===== src/eeprom_pkg.sv =====
package eeprom_pkg;

    // main transfer FSM states
    typedef enum logic [3:0] {
        ST_IDLE,
        ST_START,
        ST_CTRL_WR,
        ST_ADDR,
        ST_DATA_WR,
        ST_RESTART,
        ST_CTRL_RD,
        ST_DATA_RD,
        ST_STOP,
        ST_DONE
    } xfer_state_t;

    // commands handed to the bit engine
    typedef enum logic [1:0] {
        CMD_START,
        CMD_STOP,
        CMD_WRITE,
        CMD_READ
    } bit_cmd_t;

    localparam logic [3:0] DEVICE_TYPE = 4'b1010; // 24Cxx type code

endpackage

===== src/eeprom_ctrl_top.sv =====
`timescale 1ns/1ns
module eeprom_ctrl_top import eeprom_pkg::*;
#(
    parameter int HALF_PERIOD = 2
)
(
    input  logic        CLK,
    input  logic        RESET,
    input  logic        wr,
    input  logic        rd,
    input  logic [10:0] addr,
    input  logic [7:0]  wdata,
    input  logic        sda_in,
    output logic [7:0]  rdata,
    output logic        done,
    output logic        nack,
    output logic        busy,
    output logic        scl,
    output logic        sda_out,
    output logic        sda_oe
);

    logic       cmd_go;
    bit_cmd_t   cmd;
    logic [7:0] tx_byte;
    logic       master_ack;
    logic       cmd_done;
    logic [7:0] rx_byte;
    logic       slave_nack;

    eeprom_sequencer u_eeprom_sequencer (
        .CLK        (CLK),
        .RESET      (RESET),
        .wr         (wr),
        .rd         (rd),
        .addr       (addr),
        .wdata      (wdata),
        .cmd_done   (cmd_done),
        .rx_byte    (rx_byte),
        .slave_nack (slave_nack),
        .cmd_go     (cmd_go),
        .cmd        (cmd),
        .tx_byte    (tx_byte),
        .master_ack (master_ack),
        .rdata      (rdata),
        .done       (done),
        .nack       (nack),
        .busy       (busy)
    );

    eeprom_bit_engine #(
        .HALF_PERIOD (HALF_PERIOD)
    ) u_eeprom_bit_engine (
        .CLK        (CLK),
        .RESET      (RESET),
        .cmd_go     (cmd_go),
        .cmd        (cmd),
        .tx_byte    (tx_byte),
        .master_ack (master_ack),
        .sda_in     (sda_in),
        .cmd_done   (cmd_done),
        .rx_byte    (rx_byte),
        .slave_nack (slave_nack),
        .scl        (scl),
        .sda_out    (sda_out),
        .sda_oe     (sda_oe)
    );

endmodule


===== src/eeprom_sequencer.sv =====
`timescale 1ns/1ns
module eeprom_sequencer import eeprom_pkg::*;
(
    input  logic        CLK,
    input  logic        RESET,
    input  logic        wr,
    input  logic        rd,
    input  logic [10:0] addr,
    input  logic [7:0]  wdata,
    input  logic        cmd_done,
    input  logic [7:0]  rx_byte,
    input  logic        slave_nack,
    output logic        cmd_go,
    output bit_cmd_t    cmd,
    output logic [7:0]  tx_byte,
    output logic        master_ack,
    output logic [7:0]  rdata,
    output logic        done,
    output logic        nack,
    output logic        busy
);

    xfer_state_t state;
    logic        wait_done; // command in flight
    logic        is_read;
    logic        accept;
    logic [10:0] addr_r;
    logic [7:0]  wdata_r;

    assign accept = (state == ST_IDLE) && (wr || rd);

    // one command per bus state, issued on entry
    assign cmd_go = (state != ST_IDLE) && (state != ST_DONE) && !wait_done;

    // random read is a single byte, so the master never acks it
    assign master_ack = 1'b0;

    always_comb
    begin
        case (state)
            ST_START, ST_RESTART: cmd = CMD_START;
            ST_STOP:              cmd = CMD_STOP;
            ST_DATA_RD:           cmd = CMD_READ;
            default:              cmd = CMD_WRITE;
        endcase
        case (state)
            ST_CTRL_WR: tx_byte = {DEVICE_TYPE, addr_r[10:8], 1'b0};
            ST_ADDR:    tx_byte = addr_r[7:0];
            ST_CTRL_RD: tx_byte = {DEVICE_TYPE, addr_r[10:8], 1'b1};
            default:    tx_byte = wdata_r;
        endcase
    end

    always_ff @(posedge CLK)
    begin
        if (RESET)
        begin
            state     <= ST_IDLE;
            wait_done <= 1'b0;
            is_read   <= 1'b0;
            done      <= 1'b0;
            busy      <= 1'b0;
            nack      <= 1'b0;
        end
        else
        begin
            done <= 1'b0;
            if (cmd_go)
                wait_done <= 1'b1;
            else if (cmd_done)
                wait_done <= 1'b0;
            case (state)
                ST_IDLE:
                    if (accept)
                    begin
                        is_read <= !wr; // write wins
                        nack    <= 1'b0;
                        busy    <= 1'b1;
                        state   <= ST_START;
                    end
                ST_START:
                    if (cmd_done)
                        state <= ST_CTRL_WR;
                ST_CTRL_WR, ST_ADDR, ST_CTRL_RD:
                    if (cmd_done)
                    begin
                        if (slave_nack)
                        begin
                            nack  <= 1'b1;
                            state <= ST_STOP;
                        end
                        else if (state == ST_CTRL_WR)
                            state <= ST_ADDR;
                        else if (state == ST_CTRL_RD)
                            state <= ST_DATA_RD;
                        else
                            state <= is_read ? ST_RESTART : ST_DATA_WR;
                    end
                ST_DATA_WR:
                    if (cmd_done)
                    begin
                        nack  <= slave_nack;
                        state <= ST_STOP;
                    end
                ST_RESTART:
                    if (cmd_done)
                        state <= ST_CTRL_RD;
                ST_DATA_RD:
                    if (cmd_done)
                        state <= ST_STOP;
                ST_STOP:
                    if (cmd_done)
                    begin
                        done  <= 1'b1;
                        state <= ST_DONE;
                    end
                ST_DONE:
                begin
                    busy  <= 1'b0;
                    state <= ST_IDLE;
                end
                default: state <= ST_IDLE;
            endcase
        end
    end

    always_ff @(posedge CLK)
    begin
        if (accept)
        begin
            addr_r  <= addr;
            wdata_r <= wdata;
        end
        if (state == ST_DATA_RD && cmd_done)
            rdata <= rx_byte;
    end

endmodule


===== src/eeprom_bit_engine.sv =====
`timescale 1ns/1ns
module eeprom_bit_engine import eeprom_pkg::*;
#(
    parameter int HALF_PERIOD = 2 // CLK cycles per SCL half, at least 2
)
(
    input  logic       CLK,
    input  logic       RESET,
    input  logic       cmd_go,
    input  bit_cmd_t   cmd,
    input  logic [7:0] tx_byte,
    input  logic       master_ack,
    input  logic       sda_in,
    output logic       cmd_done,
    output logic [7:0] rx_byte,
    output logic       slave_nack,
    output logic       scl,
    output logic       sda_out,
    output logic       sda_oe
);

    localparam int CNT_W = $clog2(HALF_PERIOD + 1);

    logic             active;
    bit_cmd_t         cmd_r;
    logic [4:0]       phase;      // one step per SCL half period
    logic [4:0]       phase_nxt;
    logic [CNT_W-1:0] hp_cnt;
    logic             tick;
    logic             last_phase;
    logic             upd;        // sda update, one cycle behind scl
    logic             scl_nxt;
    logic             oe_nxt;
    logic [2:0]       bit_pos;
    logic [7:0]       tx_r;
    logic             ack_r;

    assign sda_out = 1'b0; // open drain, only ever pulls low

    assign tick       = active && (hp_cnt == CNT_W'(HALF_PERIOD - 1));
    assign last_phase = (cmd_r == CMD_START || cmd_r == CMD_STOP) ? (phase == 5'd1)
                                                                   : (phase == 5'd17);
    assign phase_nxt  = cmd_go ? 5'd0 : phase + 5'd1;

    // start keeps scl high; everything else low on even, high on odd phases
    assign scl_nxt = ((cmd_go ? cmd : cmd_r) == CMD_START) ? 1'b1 : phase_nxt[0];

    always_comb
    begin
        bit_pos = 3'd7 - phase[3:1]; // msb first
        case (cmd_r)
            CMD_START: oe_nxt = phase[0];   // pull sda low while scl high
            CMD_STOP:  oe_nxt = 1'b1;       // hold low, released on completion
            CMD_WRITE: oe_nxt = phase[4] ? 1'b0 : ~tx_r[bit_pos];
            default:   oe_nxt = phase[4] ? ack_r : 1'b0;
        endcase
    end

    always_ff @(posedge CLK)
    begin
        if (RESET)
        begin
            active     <= 1'b0;
            cmd_r      <= CMD_STOP;
            phase      <= 5'd0;
            hp_cnt     <= '0;
            upd        <= 1'b0;
            cmd_done   <= 1'b0;
            slave_nack <= 1'b0;
            scl        <= 1'b1;
            sda_oe     <= 1'b0;
        end
        else
        begin
            cmd_done <= 1'b0;
            upd      <= cmd_go || (tick && !last_phase);
            if (upd)
                sda_oe <= oe_nxt;
            if (cmd_go)
            begin
                active <= 1'b1;
                cmd_r  <= cmd;
                phase  <= phase_nxt;
                hp_cnt <= '0;
                scl    <= scl_nxt;
            end
            else if (active)
            begin
                if (!tick)
                    hp_cnt <= hp_cnt + 1'b1;
                else
                begin
                    hp_cnt <= '0;
                    if (cmd_r == CMD_WRITE && phase == 5'd17)
                        slave_nack <= sda_in; // ack bit, high = no ack
                    if (last_phase)
                    begin
                        active   <= 1'b0;
                        cmd_done <= 1'b1;
                        scl      <= (cmd_r == CMD_STOP); // low after start and bytes
                        if (cmd_r == CMD_STOP)
                            sda_oe <= 1'b0; // stop edge
                    end
                    else
                    begin
                        phase <= phase_nxt;
                        scl   <= scl_nxt;
                    end
                end
            end
        end
    end

    always_ff @(posedge CLK)
    begin
        if (cmd_go)
        begin
            tx_r  <= tx_byte;
            ack_r <= master_ack;
        end
        // sample at the end of each scl high half
        if (tick && cmd_r == CMD_READ && phase[0] && !phase[4])
            rx_byte <= {rx_byte[6:0], sda_in};
    end

endmodule


===== config.mk =====
export PLATFORM = sky130hd
export DESIGN_NAME = eeprom_ctrl_top
export DESIGN_NICKNAME = d
export VERILOG_FILES = /design/src/eeprom_pkg.sv /design/src/eeprom_ctrl_top.sv /design/src/eeprom_sequencer.sv /design/src/eeprom_bit_engine.sv
export SDC_FILE = /design/constraint.sdc
export NUM_CORES = 1
export LEC_CHECK = 0
export BUFFER_PORTS_ARGS = -buffer_cell sky130_fd_sc_hd__buf_2
export CELL_PAD_IN_SITES_DETAIL_PLACEMENT = 1
export CELL_PAD_IN_SITES_GLOBAL_PLACEMENT = 1
export CORE_UTILIZATION = 45
export CTS_CLUSTER_DIAMETER = 30
export CTS_CLUSTER_SIZE = 12
export DETAILED_ROUTE_END_ITERATION = 7
export PLACE_DENSITY_LB_ADDON = 0.1
export SETUP_SLACK_MARGIN = 0.05
export SYNTH_ARGS = -nofsm -noshare
export SYNTH_HDL_FRONTEND = slang
export SYNTH_SLANG_ARGS = --single-unit

===== constraint.sdc =====
create_clock -name CLK -period 2.5 [get_ports CLK]
set_clock_uncertainty 0.1 [all_clocks]
set_input_delay 0.125 -clock CLK [delete_from_list [all_inputs] [get_ports CLK]]
set_output_delay 0.125 -clock CLK [all_outputs]
set_load 0.03 [all_outputs]

==> metrics.log <==
INFO  metric area_overhead_of_the_layout_relative_to_synthesis = 24.6%
INFO  metric worstPathMaxFanout = 19
INFO  metric cts.root.buffer_cell = sky130_fd_sc_hd__clkbuf_8
INFO  metric post_synthesis_net_count = 262
INFO  metric placement_rows = 28
INFO  metric timing.critical_path.arrival = 1980 ps
INFO  metric inserted_diodes = 0
INFO  metric synthArstFlopShare = 0%
INFO  metric postRouteAntennaNets = 0
INFO  metric worstReg2RegStart = u_eeprom_sequencer.state[0]
INFO  metric io-pin-count = 38
INFO  metric finalMaxSlewViolations = 0
INFO  metric syn-instance-count = 236
INFO  metric hold_start = RESET
INFO  metric crit_type = reg -> reg
INFO  metric slowest_stage = sky130_fd_sc_hd__or3_4
INFO  metric detail_route.wirelength = about 6800 µm
INFO  metric htree_levels = 3
INFO  metric type_of_element_capturing_the_critical_path = register
INFO  metric commonest_non_fill_non_tap_cell_in_the_layout = sky130_fd_sc_hd__edfxtp_1
INFO  metric grt_overflow = 0
INFO  metric clock_sink_count = 67
INFO  metric grt_antenna_before_repair = 0
INFO  metric period_utilization_post_route = 82.5%
INFO  metric post_cts_resized = 0
INFO  metric peakVddDrop = 0.520 mV
INFO  metric synthDistinctLibCells = 50
INFO  metric period_minus_slack = 2060 ps
INFO  metric crit_path_cell_trace = or3_4 > nor2_1 > o21ai_0 > inv_1 > buf_4
INFO  metric place.detailed.hpwl = ~4100 µm
INFO  metric slowest_delay = 480 ps
INFO  metric initial_core_util = between 40% and 50%
INFO  metric detailroute.via_count = 2,056
INFO  metric fmax = 485 MHz
INFO  metric wire_per_inst = 18.0 µm
INFO  metric setup.worst_path.start_class = register
INFO  metric whs_endpoint = u_eeprom_sequencer.state[1]
INFO  metric grt_max_degree = 20
INFO  metric dpl-instance-area = 3070 µm²
INFO  metric setup.worst_path.start = u_eeprom_sequencer.state[0]
INFO  metric floorplan_die_area = 6570 µm²
INFO  metric clkLatencyLatePin = 350 ps
INFO  metric power_density = 731 nW/µm²
INFO  metric synth-seq-area-share = 63.0%
INFO  metric power.static_leakage = 0.00128 µW
INFO  metric finalHoldViolCount = 0
INFO  metric cts_hold_repair.buffers = 21
INFO  metric reg2reg_setup_slack = 440 ps
INFO  metric finish.instance_area = roughly 3500 µm²
INFO  metric total_power = 2560 µW
INFO  metric run_status = finished clean
INFO  metric ys_warn_count = 0
INFO  metric synth_enable_flop_cells = 43
INFO  metric unrepaired_setup_endpoints_after_global_routing = no
INFO  metric finalWeightedCongestion = 0.740
INFO  metric floorplan.die.width = 81.0 µm
INFO  metric setup_violation_total_in_the_final_timing_report = 0
INFO  metric post_route_cells_drive_above_1_share = 22.2%
INFO  metric setup-tns-final = 0 ps
INFO  metric tritoncts = built
INFO  metric i_o_buffers = 36
INFO  metric hp-class = in -> reg
INFO  metric drtIter0Drc = 83
INFO  metric clkTransAtPathRegs = 90 ps
INFO  metric global_route_wire_length_before_repair = 10,600 µm
INFO  metric vias_in_the_first_global_route = 2,119
INFO  metric max_cap_viol_count = 0
INFO  metric cts_setup_buffers = 0
INFO  metric floorplan.core_area = 5960 µm²
INFO  metric yosys_most_used_dff = sky130_fd_sc_hd__edfxtp_1
INFO  metric drt_first_pass_iters = 4
INFO  metric max-slew-margin-rel = slightly above 60%
INFO  metric post_drt_via_cell_ratio = 5.45
INFO  metric rr_worst_depth = 5
INFO  metric cts_max_path_buffers = 2
INFO  metric grt.total_usage = 22.5%
INFO  metric route.detailed.drc = 0
INFO  metric count_of_state_elements_after_synthesis = 67
INFO  metric final_nets = 323
INFO  metric syn-mean-instance-area = 11.9 µm²
INFO  metric worst-slew-pin-transition = about 570 ps
INFO  metric holdPathStages = 2
INFO  metric layoutNonFillerInstCount = 377
INFO  metric cts-buffers-inserted = 9
INFO  metric reg2reg_to = u_eeprom_sequencer.wdata_r[5]
INFO  metric placed_cells = 340
INFO  metric fp.dieH = 81.0 µm
INFO  metric layout_common_cells = 43 x sky130_fd_sc_hd__edfxtp_1, 36 x sky130_fd_sc_hd__buf_2, 29 x sky130_fd_sc_hd__nor2_1
INFO  metric syn_area = 2810 µm²
INFO  metric critPathRequiredTime = 2420 ps
-- per-stage QoR --
step / utilization (%) / setup WS (ps) / hold WS [ps]
2_1_floorplan: - / 533 / 122
3_3_place_gp: 51.5 / 530 / 202
3_5_place_dp: 51.5 / 466 / 204
4_1_cts: 58.8 / 441 / 39.9
5_1_grt: 58.8 / 335 / 66.2
6_report: 58.8 / 437 / 49.6
-- synthesized netlist by cell type (4+ instances only) --
cell type | count | area, µm²
sky130_fd_sc_hd__buf_2 | 4 | 20.0
sky130_fd_sc_hd__xnor2_1 | 4 | 35.0
sky130_fd_sc_hd__nand2b_1 | 9 | 56.3
sky130_fd_sc_hd__nor2_1 | 29 | 109
sky130_fd_sc_hd__clkbuf_1 | 8 | 30.0
sky130_fd_sc_hd__nand2_1 | 13 | 48.8
sky130_fd_sc_hd__inv_1 | 11 | 41.3
sky130_fd_sc_hd__dfxtp_1 | 24 | 480
sky130_fd_sc_hd__o21ai_0 | 8 | 40.0
sky130_fd_sc_hd__a211oi_1 | 5 | 37.5
sky130_fd_sc_hd__a21oi_1 | 13 | 65.1
sky130_fd_sc_hd__nor3_1 | 4 | 20.0
sky130_fd_sc_hd__a22oi_1 | 5 | 37.5
sky130_fd_sc_hd__edfxtp_1 | 43 | 1290
-- how the worst max path moves through the flow --
stage | slack [ps] | endpoint | depth (start not counted)
after floorplan | 530 | u_eeprom_sequencer.addr_r[0] | 5
after detailed placement | 470 | u_eeprom_bit_engine.scl | 4
after global routing | 340 | u_eeprom_sequencer.wdata_r[5] | 5
final | 440 | u_eeprom_sequencer.wdata_r[5] | 5
after CTS | 440 | u_eeprom_sequencer.wdata_r[5] | 5
after global placement | 530 | u_eeprom_sequencer.addr_r[6] | 5
-- flip-flops by register name, indices dropped and copies added, names as in the netlist --
register,flops
u_eeprom_sequencer.rdata,8
u_eeprom_sequencer.addr_r,11
u_eeprom_sequencer.wdata_r,8
u_eeprom_bit_engine.hp_cnt,2
u_eeprom_sequencer.is_read,1
u_eeprom_bit_engine.cmd_done,1
u_eeprom_bit_engine.scl,1
u_eeprom_bit_engine.phase,5
u_eeprom_bit_engine.rx_byte,8
u_eeprom_sequencer.nack,1
u_eeprom_sequencer.wait_done,1
u_eeprom_sequencer.busy,1
u_eeprom_bit_engine.tx_r,8
u_eeprom_bit_engine.slave_nack,1
u_eeprom_sequencer.state,4
u_eeprom_sequencer.done,1
u_eeprom_bit_engine.active,1
u_eeprom_bit_engine.upd,1
u_eeprom_bit_engine.sda_oe,1
u_eeprom_bit_engine.cmd_r,2
-- power by group --
part           switching (µW)  internal (µW)  leakage, µW
sequential               46.7           1250     0.000601
combinational             122            107     0.000572
clock                     464            569     0.000110
-- cell type report --
| class | count | area, µm² |
|---|---|---|
| multi-input combinational | 144 | 928 |
| inverter | 11 | 41.3 |
| fill | 632 | 2450 |
| timing repair buffer | 64 | 443 |
| tap | 75 | 93.8 |
| clock inverter | 7 | 98.8 |
| sequential | 67 | 1770 |
| clock buffer | 9 | 124 |
-- logic make-up (layout without fill, tap and decap cells) --
| group | count (synthesis) | in the layout | share of synthesized area [%] |
|---|---|---|---|
| other | 1 | 1 | 0.133 |
| AOI/OAI and AO/OA | 55 | 55 | 14.2 |
| muxes | 3 | 3 | 1.96 |
| DFF | 67 | 67 | 63.0 |
| buffers and inverters | 25 | 91 | 3.92 |
| xor gates and xnor gates | 7 | 7 | 2.18 |
| and+or+nand+nor | 76 | 76 | 13.7 |
| adders and majority gates | 2 | 2 | 0.890 |
-- layer usage --
| layer | global-route usage (%) | share of wire, % | up-vias |
|---|---|---|---|
| li1 | - | - | 983 |
| met1 | 26.9 | 43 | 1011 |
| met2 | 39.3 | 52 | 51 |
| met3 | 3.82 | 3.1 | 11 |
| met4 | 10.5 | 1.8 | 0 |
| met5 | 0 | 0 | - |
-- worst max-delay path, delay by kind of cell, from the launching register on --
| kind | cells | cell delay, ps |
|---|---|---|
| and+or+nand+nor | 2 | 680 |
| buffers and inverters | 2 | 330 |
| AOI/OAI and AO/OA | 1 | 160 |
| DFF | 1 | 460 |
(Power assumes the default switching activity.)
